[config.mk]
export PLATFORM = sky130hd
export DESIGN_NAME = tmu_vdiv_top
export DESIGN_NICKNAME = d
export VERILOG_FILES = /design/src/design/tmu_pkg.sv /design/src/design/tmu_divider17.sv /design/src/design/tmu_vdivops.sv /design/src/design/tmu_vdiv.sv /design/src/design/tmu_vdiv_top.sv
export SDC_FILE = /design/constraint.sdc
export NUM_CORES = 1
export LEC_CHECK = 0
export ABC_AREA = 0
export BUFFER_PORTS_ARGS = -buffer_cell sky130_fd_sc_hd__clkbuf_2
export CORE_ASPECT_RATIO = 0.8
export CORE_MARGIN = 4
export CORE_UTILIZATION = 61
export DETAILED_ROUTE_END_ITERATION = 10
export GPL_TIMING_DRIVEN = 0
export HOLD_SLACK_MARGIN = 0.02
export PLACE_DENSITY_LB_ADDON = 0.05
export SETUP_SLACK_MARGIN = 0.15
export SYNTH_ARGS = -nofsm -noshare
export SYNTH_HDL_FRONTEND = slang
export SYNTH_HIERARCHICAL = 1
export SYNTH_SLANG_ARGS = --single-unit
[constraint.sdc]
create_clock -name sys_clk -period 12.4 [get_ports sys_clk]
set_clock_uncertainty 0.2 [all_clocks]
set_input_delay 3.72 -clock sys_clk [delete_from_list [all_inputs] [get_ports sys_clk]]
set_output_delay 3.72 -clock sys_clk [all_outputs]
set_load 0.05 [all_outputs]
[src/design/tmu_pkg.sv]
// shared widths and stage payloads for the vertex division pipeline.
// coordinates are signed 18 bit, difference magnitudes unsigned 17 bit.
// a difference wider than 17 bits of magnitude is truncated, keep inputs in range.
// the divisor is the destination square height, 11 bits, zero is allowed.

package tmu_pkg;

	// texture space coordinate, integer texel units.
	typedef logic signed [17:0] coord_t;

	// difference magnitude, also quotient and remainder.
	typedef logic [16:0] mag_t;

	// per pixel delta.
	typedef logic signed [11:0] delta_t;

	// destination square height, the divisor.
	typedef logic [10:0] height_t;

	typedef struct packed {
		coord_t x;
		coord_t y;
	} vertex_t;

	// sign and magnitude of one vertical difference.
	typedef struct packed {
		logic positive;
		mag_t mag;
	} diff_t;

	// per line step for one difference.
	typedef struct packed {
		logic positive;
		mag_t q;
		mag_t r;
	} divres_t;

	// ~~~~~~~~~~~~~~~~~~~~~~~~~~~~~~~~~~~~~~~~
	// stage payloads
	// ~~~~~~~~~~~~~~~~~~~~~~~~~~~~~~~~~~~~~~~~

	// a and b on the top edge, c below a, d below b.
	typedef struct packed {
		vertex_t a;
		vertex_t b;
		vertex_t c;
		vertex_t d;
		delta_t drx;
		delta_t dry;
		height_t squareh;
	} square_t;

	typedef struct packed {
		vertex_t a;
		vertex_t b;
		diff_t cx;
		diff_t cy;
		diff_t dx;
		diff_t dy;
		delta_t drx;
		delta_t dry;
		height_t squareh;
	} vdivops_t;

	typedef struct packed {
		vertex_t a;
		vertex_t b;
		divres_t cx;
		divres_t cy;
		divres_t dx;
		divres_t dy;
		delta_t drx;
		delta_t dry;
	} vdiv_res_t;

endpackage

[src/design/tmu_divider17.sv]
// restoring divider, 17 bit dividend by 11 bit divisor, one bit per cycle.
// operands are latched on start, results hold until the next start.
// a zero divisor gives an all-ones quotient and the dividend as remainder.
`timescale 1ns/1ps

module tmu_divider17 (
	input  logic             sys_clk,
	input  logic             sys_rst,

	input  logic             start_i,
	input  tmu_pkg::mag_t    dividend_i,
	input  tmu_pkg::height_t divisor_i,

	output logic             ready_o,
	output tmu_pkg::mag_t    quotient_o,
	output tmu_pkg::mag_t    remainder_o
);

	logic [4:0]       cnt;
	tmu_pkg::mag_t    quo;
	tmu_pkg::mag_t    rem;
	tmu_pkg::height_t div_q;
	logic [17:0]      trial;
	logic [17:0]      diff;
	logic             fits;

	// partial remainder with the next dividend bit shifted in.
	always_comb begin
		trial = {rem, quo[16]};
		fits = trial >= {7'd0, div_q};
		diff = trial - {7'd0, div_q};
	end

	// steps left, zero means done.
	always_ff @(posedge sys_clk) begin
		if (sys_rst) begin
			cnt <= 5'd0;
		end else if (start_i) begin
			cnt <= 5'd17;
		end else if (cnt != 5'd0) begin
			cnt <= cnt - 5'd1;
		end
	end

	// dividend bits leave at the top, quotient bits enter at the bottom.
	always_ff @(posedge sys_clk) begin
		if (start_i) begin
			quo <= dividend_i;
			rem <= '0;
			div_q <= divisor_i;
		end else if (cnt != 5'd0) begin
			quo <= {quo[15:0], fits};
			rem <= fits ? diff[16:0] : trial[16:0];
		end
	end

	assign ready_o = (cnt == 5'd0);
	assign quotient_o = quo;
	assign remainder_o = rem;

endmodule

[src/design/tmu_vdivops.sv]
// operand stage, one register slot with a strobe/acknowledge pair.
// differences are c-a and d-b, stored as sign plus 17 bit magnitude.
// magnitudes above 17 bits are silently truncated.
`timescale 1ns/1ps

module tmu_vdivops (
	input  logic              sys_clk,
	input  logic              sys_rst,

	input  logic              stb_i,
	output logic              ack_o,
	input  tmu_pkg::square_t  sq_i,

	output logic              stb_o,
	input  logic              ack_i,
	output tmu_pkg::vdivops_t ops_o
);

	// signed difference hi-lo as sign flag and magnitude.
	function automatic tmu_pkg::diff_t make_diff(
		input tmu_pkg::coord_t hi,
		input tmu_pkg::coord_t lo
	);
		logic [18:0] d;
		logic [18:0] m;
		tmu_pkg::diff_t res;
		d = {hi[17], hi} - {lo[17], lo};
		m = d[18] ? (19'd0 - d) : d;
		res.positive = ~d[18];
		res.mag = m[16:0];
		return res;
	endfunction

	logic              slot_full;
	logic              take;
	tmu_pkg::vdivops_t ops_d;
	tmu_pkg::vdivops_t slot_q;

	// ~~~~~~~~~~~~~~~~~~~~~~~~~~~~~~~~~~~~~~~~
	// operand formation
	// ~~~~~~~~~~~~~~~~~~~~~~~~~~~~~~~~~~~~~~~~

	always_comb begin
		ops_d.a = sq_i.a;
		ops_d.b = sq_i.b;
		ops_d.cx = make_diff(sq_i.c.x, sq_i.a.x);
		ops_d.cy = make_diff(sq_i.c.y, sq_i.a.y);
		ops_d.dx = make_diff(sq_i.d.x, sq_i.b.x);
		ops_d.dy = make_diff(sq_i.d.y, sq_i.b.y);
		ops_d.drx = sq_i.drx;
		ops_d.dry = sq_i.dry;
		ops_d.squareh = sq_i.squareh;
	end

	// ~~~~~~~~~~~~~~~~~~~~~~~~~~~~~~~~~~~~~~~~
	// register slot
	// ~~~~~~~~~~~~~~~~~~~~~~~~~~~~~~~~~~~~~~~~

	// free when empty or drained this cycle.
	assign ack_o = ~slot_full | ack_i;
	assign take = stb_i & ack_o;

	always_ff @(posedge sys_clk) begin
		if (sys_rst) begin
			slot_full <= 1'b0;
		end else if (take) begin
			slot_full <= 1'b1;
		end else if (ack_i) begin
			slot_full <= 1'b0;
		end
	end

	always_ff @(posedge sys_clk) begin
		if (take) begin
			slot_q <= ops_d;
		end
	end

	assign stb_o = slot_full;
	assign ops_o = slot_q;

endmodule

[src/design/tmu_vdiv.sv]
// division stage, four dividers in lockstep by the square height.
// accepts one square per division, ack_o is high only when idle.
// results appear 17 cycles after the accept edge and hold until acknowledged.
// the input payload may change after the accept edge.
`timescale 1ns/1ps

module tmu_vdiv (
	input  logic               sys_clk,
	input  logic               sys_rst,

	output logic               busy_o,

	input  logic               stb_i,
	output logic               ack_o,
	input  tmu_pkg::vdivops_t  ops_i,

	output logic               stb_o,
	input  logic               ack_i,
	output tmu_pkg::vdiv_res_t res_o
);

	typedef enum logic {
		S_IDLE,
		S_WAIT
	} state_t;

	state_t state;
	state_t state_next;

	logic start;
	logic ready;

	tmu_pkg::mag_t cx_q, cx_r;
	tmu_pkg::mag_t cy_q, cy_r;
	tmu_pkg::mag_t dx_q, dx_r;
	tmu_pkg::mag_t dy_q, dy_r;

	// ~~~~~~~~~~~~~~~~~~~~~~~~~~~~~~~~~~~~~~~~
	// divider bank
	// ~~~~~~~~~~~~~~~~~~~~~~~~~~~~~~~~~~~~~~~~

	// all four finish together, only the first ready is watched.
	tmu_divider17 u_div_cx (
		.sys_clk     (sys_clk),
		.sys_rst     (sys_rst),
		.start_i     (start),
		.dividend_i  (ops_i.cx.mag),
		.divisor_i   (ops_i.squareh),
		.ready_o     (ready),
		.quotient_o  (cx_q),
		.remainder_o (cx_r)
	);

	tmu_divider17 u_div_cy (
		.sys_clk     (sys_clk),
		.sys_rst     (sys_rst),
		.start_i     (start),
		.dividend_i  (ops_i.cy.mag),
		.divisor_i   (ops_i.squareh),
		.ready_o     (),
		.quotient_o  (cy_q),
		.remainder_o (cy_r)
	);

	tmu_divider17 u_div_dx (
		.sys_clk     (sys_clk),
		.sys_rst     (sys_rst),
		.start_i     (start),
		.dividend_i  (ops_i.dx.mag),
		.divisor_i   (ops_i.squareh),
		.ready_o     (),
		.quotient_o  (dx_q),
		.remainder_o (dx_r)
	);

	tmu_divider17 u_div_dy (
		.sys_clk     (sys_clk),
		.sys_rst     (sys_rst),
		.start_i     (start),
		.dividend_i  (ops_i.dy.mag),
		.divisor_i   (ops_i.squareh),
		.ready_o     (),
		.quotient_o  (dy_q),
		.remainder_o (dy_r)
	);

	// ~~~~~~~~~~~~~~~~~~~~~~~~~~~~~~~~~~~~~~~~
	// forwarded fields
	// ~~~~~~~~~~~~~~~~~~~~~~~~~~~~~~~~~~~~~~~~

	tmu_pkg::vertex_t a_f;
	tmu_pkg::vertex_t b_f;
	tmu_pkg::delta_t  drx_f;
	tmu_pkg::delta_t  dry_f;
	logic [3:0]       pos_f;

	always_ff @(posedge sys_clk) begin
		if (start) begin
			a_f <= ops_i.a;
			b_f <= ops_i.b;
			drx_f <= ops_i.drx;
			dry_f <= ops_i.dry;
			pos_f <= {ops_i.cx.positive, ops_i.cy.positive,
				ops_i.dx.positive, ops_i.dy.positive};
		end
	end

	always_comb begin
		res_o.a = a_f;
		res_o.b = b_f;
		res_o.cx = '{positive: pos_f[3], q: cx_q, r: cx_r};
		res_o.cy = '{positive: pos_f[2], q: cy_q, r: cy_r};
		res_o.dx = '{positive: pos_f[1], q: dx_q, r: dx_r};
		res_o.dy = '{positive: pos_f[0], q: dy_q, r: dy_r};
		res_o.drx = drx_f;
		res_o.dry = dry_f;
	end

	// ~~~~~~~~~~~~~~~~~~~~~~~~~~~~~~~~~~~~~~~~
	// controller
	// ~~~~~~~~~~~~~~~~~~~~~~~~~~~~~~~~~~~~~~~~

	always_ff @(posedge sys_clk) begin
		if (sys_rst) begin
			state <= S_IDLE;
		end else begin
			state <= state_next;
		end
	end

	always_comb begin
		state_next = state;
		case (state)
			S_IDLE: begin
				if (stb_i) begin
					state_next = S_WAIT;
				end
			end
			S_WAIT: begin
				if (ready & ack_i) begin
					state_next = S_IDLE;
				end
			end
			default: state_next = S_IDLE;
		endcase
	end

	assign ack_o = (state == S_IDLE);
	assign start = ack_o & stb_i;
	assign stb_o = (state == S_WAIT) & ready;
	assign busy_o = (state == S_WAIT);

endmodule

[src/design/tmu_vdiv_top.sv]
// vertex division front end, operand stage followed by division stage.
// up to two squares in flight, about 18 cycles from input to output strobe.
// back-pressure on ack_i holds the output, then fills the operand slot.
`timescale 1ns/1ps

module tmu_vdiv_top (
	input  logic               sys_clk,
	input  logic               sys_rst,

	input  logic               stb_i,
	output logic               ack_o,
	input  tmu_pkg::square_t   sq_i,

	output logic               stb_o,
	input  logic               ack_i,
	output tmu_pkg::vdiv_res_t res_o,

	output logic               busy_o
);

	logic              ops_stb;
	logic              ops_ack;
	tmu_pkg::vdivops_t ops;
	logic              div_busy;

	// sign and magnitude of the vertical differences.
	tmu_vdivops u_vdivops (
		.sys_clk (sys_clk),
		.sys_rst (sys_rst),
		.stb_i   (stb_i),
		.ack_o   (ack_o),
		.sq_i    (sq_i),
		.stb_o   (ops_stb),
		.ack_i   (ops_ack),
		.ops_o   (ops)
	);

	// per line steps.
	tmu_vdiv u_vdiv (
		.sys_clk (sys_clk),
		.sys_rst (sys_rst),
		.busy_o  (div_busy),
		.stb_i   (ops_stb),
		.ack_o   (ops_ack),
		.ops_i   (ops),
		.stb_o   (stb_o),
		.ack_i   (ack_i),
		.res_o   (res_o)
	);

	// a square waiting in the operand slot counts as busy too.
	assign busy_o = div_busy | ops_stb;

endmodule

==> Word-level counts from Yosys, hierarchy flattened <==
Index checks and enable logic that the tools add are counted.
{ "classes": {"add_sub_neg": 16, "n_reduce_logical": 10, "order_cmp": 4, "eq_ne": 1, "muxes": 29, "bitwise": 12} }
{ "ops": {"columns": ["op", "count"], "rows": [
  ["$mux 17", 16],
  ["$sub 18x18->19", 4],
  ["$ge 18x11->1", 4],
  ["$sub 1x17->17 const A", 4],
  ["$sub 17x11->17", 4],
  ["$mux 5", 8],
  ["$reduce_bool 5->1", 4],
  ["$sub 5x1->5 const B", 4],
  ["$reduce_bool 2->1", 4],
  ["$not 1->1", 6],
  ["$logic_not 5->1", 1],
  ["$and 1x1->1", 4],
  ["$mux 1", 4],
  ["$ne 2x2->1 const B", 1],
  ["$or 1x1->1", 2],
  ["$pmux 1 s2", 1],
  ["$reduce_or 2->1", 1]
]} }
{ "word_totals": {"out_inout_bits": 239, "elab_cells": 113, "register_bits": 448, "input_bits": 183} }

==> Depth between registers and ports, before layout <==
{ "logic_depth": {"word_depth": 4, "mapped_depth": 13, "mapped_depth_nobuf": 13} }

==> Hierarchy <==
The synthesis kept the hierarchy.
{ "modules_own_cells": {"columns": ["mod", "cells_per_inst", "n_inst", "area_each_um2"], "rows": [
  ["tmu_divider17", 248, 4, 2638.8],
  ["tmu_vdivops", 945, 1, 10521.3],
  ["tmu_vdiv", 106, 1, 3060.4],
  ["tmu_vdiv_top", 1, 1, 6.3]
]} }

==> Worst setup path after synthesis <==
No wires, ideal clock.
{ "synth_path": {"path_type": "input-to-reg", "startpoint": "in stb_i", "endpoint": "reg u_vdivops.slot_q, in the netlist u_vdivops/ops_o[0] (enable)", "stages": 1, "arrival_ps": 7790, "setup_ps": 560, "path_buffers": 0, "required_ps": 11640, "slack_ps": 3850, "path_cell_list": "and2_1"} }
{ "synth_via": {"elab_chain_cells": 1} }
{ "synth_rtl": {"columns": ["item", "line_no", "text"], "rows": [
  ["from (decl)", "tmu_vdiv_top.sv:10", "input logic stb_i,"],
  ["$and 1x1->1", "tmu_vdivops.sv:61", "assign take = stb_i & ack_o;"],
  ["to (signal assigned)", "tmu_vdivops.sv:75", "slot_q <= ops_d;"],
  ["to (decl)", "tmu_vdivops.sv:37", "tmu_pkg::vdivops_t slot_q;"]
]} }
Every way passes these cells.
A chain may end at the register's enable or synchronous reset.

==> metrics.md <==
| Metric | Value |
|---|---|
| Status | finished clean |
| GR Util All Layers | a little over a quarter |
| Die X | 230 um |
| Leak | between 0.01 and 0.015 uW |
| Layout net count | about 2800 |
| Multi-input combinational cell area | 9740 um2 |
| Ys flop type | edfxtp_1 |
| Final setup fails | 0 |
| Internal | 4080 uW |
| Post-CTS setup buffers | 0 |
| Largest net degree at the start of global routing | 66 |
| Synthesis Warnings | 6 |
| Total congestion overflow | 0 |
| Crit path launch type | primary input |
| Hold path start | u_vdivops/ops_o[52]$_DFFE_PP_ |
| Placed instance area | roughly 27000 um2 |
| Post-DP HPWL | approximately 44000 um |
| Critical path's largest stage delay | between 0.5 and 0.6 ns |
| First-pass GRT wire length | 92000 um |
| Final worst-path cycle share | between 50% and 60% |
| Util after Layout | 74.0% |
| Crit Path Category | in2reg |
| Number of global-route vias before repair | 17100 |
| Die height | about 190 um |
| Mapped cell area | 24100 um2 |
| Core outline area | approximately 39000 um2 |
| Max-slew violations | 0 |
| DR iter-0 viols | around 1200 |
| CP Max Fanout | 10 |
| Post-Synthesis Cells | between 2000 and 2500 |
| Layout cells sized above 1 | between 20% and 30% |
| Hold Vio Cnt, Final | 0 |
| Minimum clock period | approximately 6.7 ns |
| Switch share | a little over two fifths |
| Sequential element share of the synthesized area | between 50% and 60% |
| Clock network power share | between 20% and 30% |
| Vias per std cell | between 5 and 6 |
| Antenna violations before repair | 3 |
| HP Class | reg2reg |
| RSZ-0062 raised after global routing | false |
| CTS sink cnt | 481 |
| Setup TNS | 0 ns |
| H-Tree Level Count | 2 |
| Post-CTS Hold Buffers | 0 |
| Post-synth EDFFs | approximately 390 |
| Clock Latency Late Sink | between 0.5 and 0.6 ns |
| Slew at the pin closest to its max-slew limit | 0.915 ns |
| Synth-to-Final Area Change | 18.6% |
| Commonest cells after routing, fill and taps aside | clkbuf_2, edfxtp_1, nor2_1, inv_1, nand2_1 |
| Clk buf depth | 3 |
| Critical path arrival | 6.78 ns |
| DR DRC count | 0 |
| Root Driver | clkbuf_16 |
| Max-cap viol count | 0 |
| VDD IR-drop max | roughly 0.00013 V |
| Critical path required time | ~12 ns |
| Rows | 64 |
| WP buf/inv | 3 |
| Clock slew at reported path FFs | 0.07 ns |
| Cells along the critical path | clkbuf_2 -> inv_1 -> ha_1 -> fa_1 -> nand2b_1 -> a21oi_1 -> o2111a_1 -> a21o_1 -> o21a_1 -> nand3_1 -> a22oi_1 -> buf_2 -> nor2_1 -> xor2_1 |
| Synth unique cells | 83 |
| Final Total Pwr | around 7100 uW |
| Port-buffer cells | between 400 and 500 |
| Avg WL per Cell | between 15 and 20 um |
| Seq. cell area | roughly 14000 um2 |
| Crit path capture type | flop |
| Sequential share of power | a little over a third |
| Post-Layout Inst Area | 28600 um2 |
| Switch Pwr | just over 3000 uW |
| F_max | between 100 and 150 MHz |
| Via Count | 17800 |
| CP Launch Point | sq_i[89] |
| Initial Util | between 60% and 70% |
| CTS tree | done |
| Yosys reg bits | a little under 500 |
| CTS buffer count | 48 |
| Gate power share | 44.4% |
| Final hold slack | 0.210 ns |
| Top Ports | 422 |
| Ys async rst share | 0% |
| PD cells | about 250 nW/um2 |
| R2R Path Start | u_vdiv/busy_o$_SDFF_PP0_ |
| Mean Syn Cell Area | 11.8 um2 |
| CP max-delay cell | a22oi_1 |
| Detailed Routing Iterations Pass 1 | 5 |
| DIE AREA | approximately 43000 um2 |
| Top cell family by delay on the critical path | compound AO/OA/AOI/OAI gates |
| GPL Wtd Cong | between 0.9 and 1 |
| DRT Wirelength | 59300 um |
| # fillers | roughly 2700 |
| Post-route ant nets | 0 |
| Post-Syn Nets | around 2400 |
| Relative slew slack | around 39% |
| Commonest non-fill, non-tap cell in the layout | clkbuf_2 |
| Number of gates resized after cts | 0 |
[cell families after synthesis]
family	Yosys count	synth area share, %
simple gates	559	11.4
flops	481	56.1
compound gates	420	12.5
buf+inv	218	3.59
xor+xnor	155	5.62
fa+ha+maj	136	7.30
mux	75	3.47
[state kept, by name, indices dropped and copies added (netlist names), 11 cells and up]
signal	flops
u_vdiv/u_div_dx/div_q	11
u_vdiv/u_div_cy/div_q	11
u_vdiv/u_div_dy/remainder_o	17
u_vdiv/u_div_dx/remainder_o	17
u_vdiv/u_div_cx/quotient_o	17
u_vdiv/u_div_dx/quotient_o	17
u_vdiv/dry_f	12
u_vdiv/u_div_cy/quotient_o	17
u_vdiv/u_div_cx/remainder_o	17
u_vdiv/u_div_cy/remainder_o	17
u_vdiv/u_div_cx/div_q	11
u_vdivops/ops_o	179
u_vdiv/u_div_dy/div_q	11
u_vdiv/drx_f	12
u_vdiv/res_o	72
u_vdiv/u_div_dy/quotient_o	17
[routing by layer]
| layer | vias up | share of wire [%] | GRT usage [%] |
|---|---|---|---|
| met1 | 8539 | 43 | 37.3 |
| met5 | - | 0.046 | 0 |
| met4 | 4 | 2.3 | 7.62 |
| li1 | 8537 | - | - |
| met2 | 614 | 46 | 42.5 |
| met3 | 94 | 8.0 | 6.79 |
[stage by stage]
stage | setup slack, ns | cells
6_report | 5.70 | 3087
5_1_grt | 5.42 | 3087
4_1_cts | 5.77 | 3086
3_5_place_dp | 5.18 | 2997
3_3_place_gp | 1.72 | 2993
2_1_floorplan | 3.85 | 2044
[power by group through the flow]
stage,Combinational [uW],Clock [uW],Sequential [uW]
finish,3170,1480,2490
global route,3410,1590,2540
floorplan,1560,0,3290
detailed placement,3140,0,2520
CTS,3160,1510,2490
global placement,3070,0,2510
[final timing paths]
path	to	slack (ns)	cells past startpoint
setup / recovery	u_vdivops/ops_o[98]$_DFFE_PP_	5.70	14
hold / removal	u_vdiv/pos_f[0]$_DFFE_PP_	0.21	0
setup reg to reg	u_vdiv/u_div_dx/quotient_o[5]$_DFFE_PP_	8.88	6
hold reg to reg	u_vdiv/pos_f[0]$_DFFE_PP_	0.21	0
[worst reg2reg max path: stages (launching register included)]
cell and delay [ns]:
dfxtp_1 0.33, and2b_4 0.78, buf_16 0.34, buf_16 0.32, clkbuf_1 0.38, nor2_1 0.25, inv_1 0.56
[synth_stat cells (6+ instances only)]
cell	number	area (um2)
nor3_1	37	185
mux2i_1	6	60.1
o21a_1	22	165
a21o_1	38	285
a311oi_1	29	254
a31oi_1	14	87.6
nand4b_1	6	52.6
and3_1	14	87.6
o211ai_1	10	75.1
nor2_1	175	657
ha_1	128	1600
nor2b_1	27	169
inv_1	161	604
nand2b_1	30	188
clkbuf_1	37	139
nand2_1	135	507
o21ai_0	46	230
xor2_1	42	368
mux2_2	69	777
a2111oi_0	8	70.1
a32oi_1	13	114
a311oi_2	9	135
nand3b_1	12	90.1
buf_2	11	55.1
nand4_1	12	75.1
o21ai_1	20	100
nand3_1	33	165
xnor2_1	113	990
a211oi_1	19	143
edfxtp_1	391	11700
o31ai_1	29	218
o31a_1	8	70.1
or3_1	34	213
dfxtp_1	90	1800
a21oi_1	92	460
fa_1	8	160
[layout make-up]
| cell class | instances | share of cell area (%) |
|---|---|---|
| clock buffers | 62 | 4.48 |
| well taps | 528 | 2.31 |
| multi-input cells | 1345 | 34.0 |
| inverters | 164 | 2.15 |
| plain buffers | 54 | 0.878 |
| clock inverters | 27 | 1.13 |
| diodes | 1 | 0.00874 |
| repair buffers | 425 | 7.74 |
| flip-flops and latches | 481 | 47.3 |
Power figures use the tool's default switching activity.
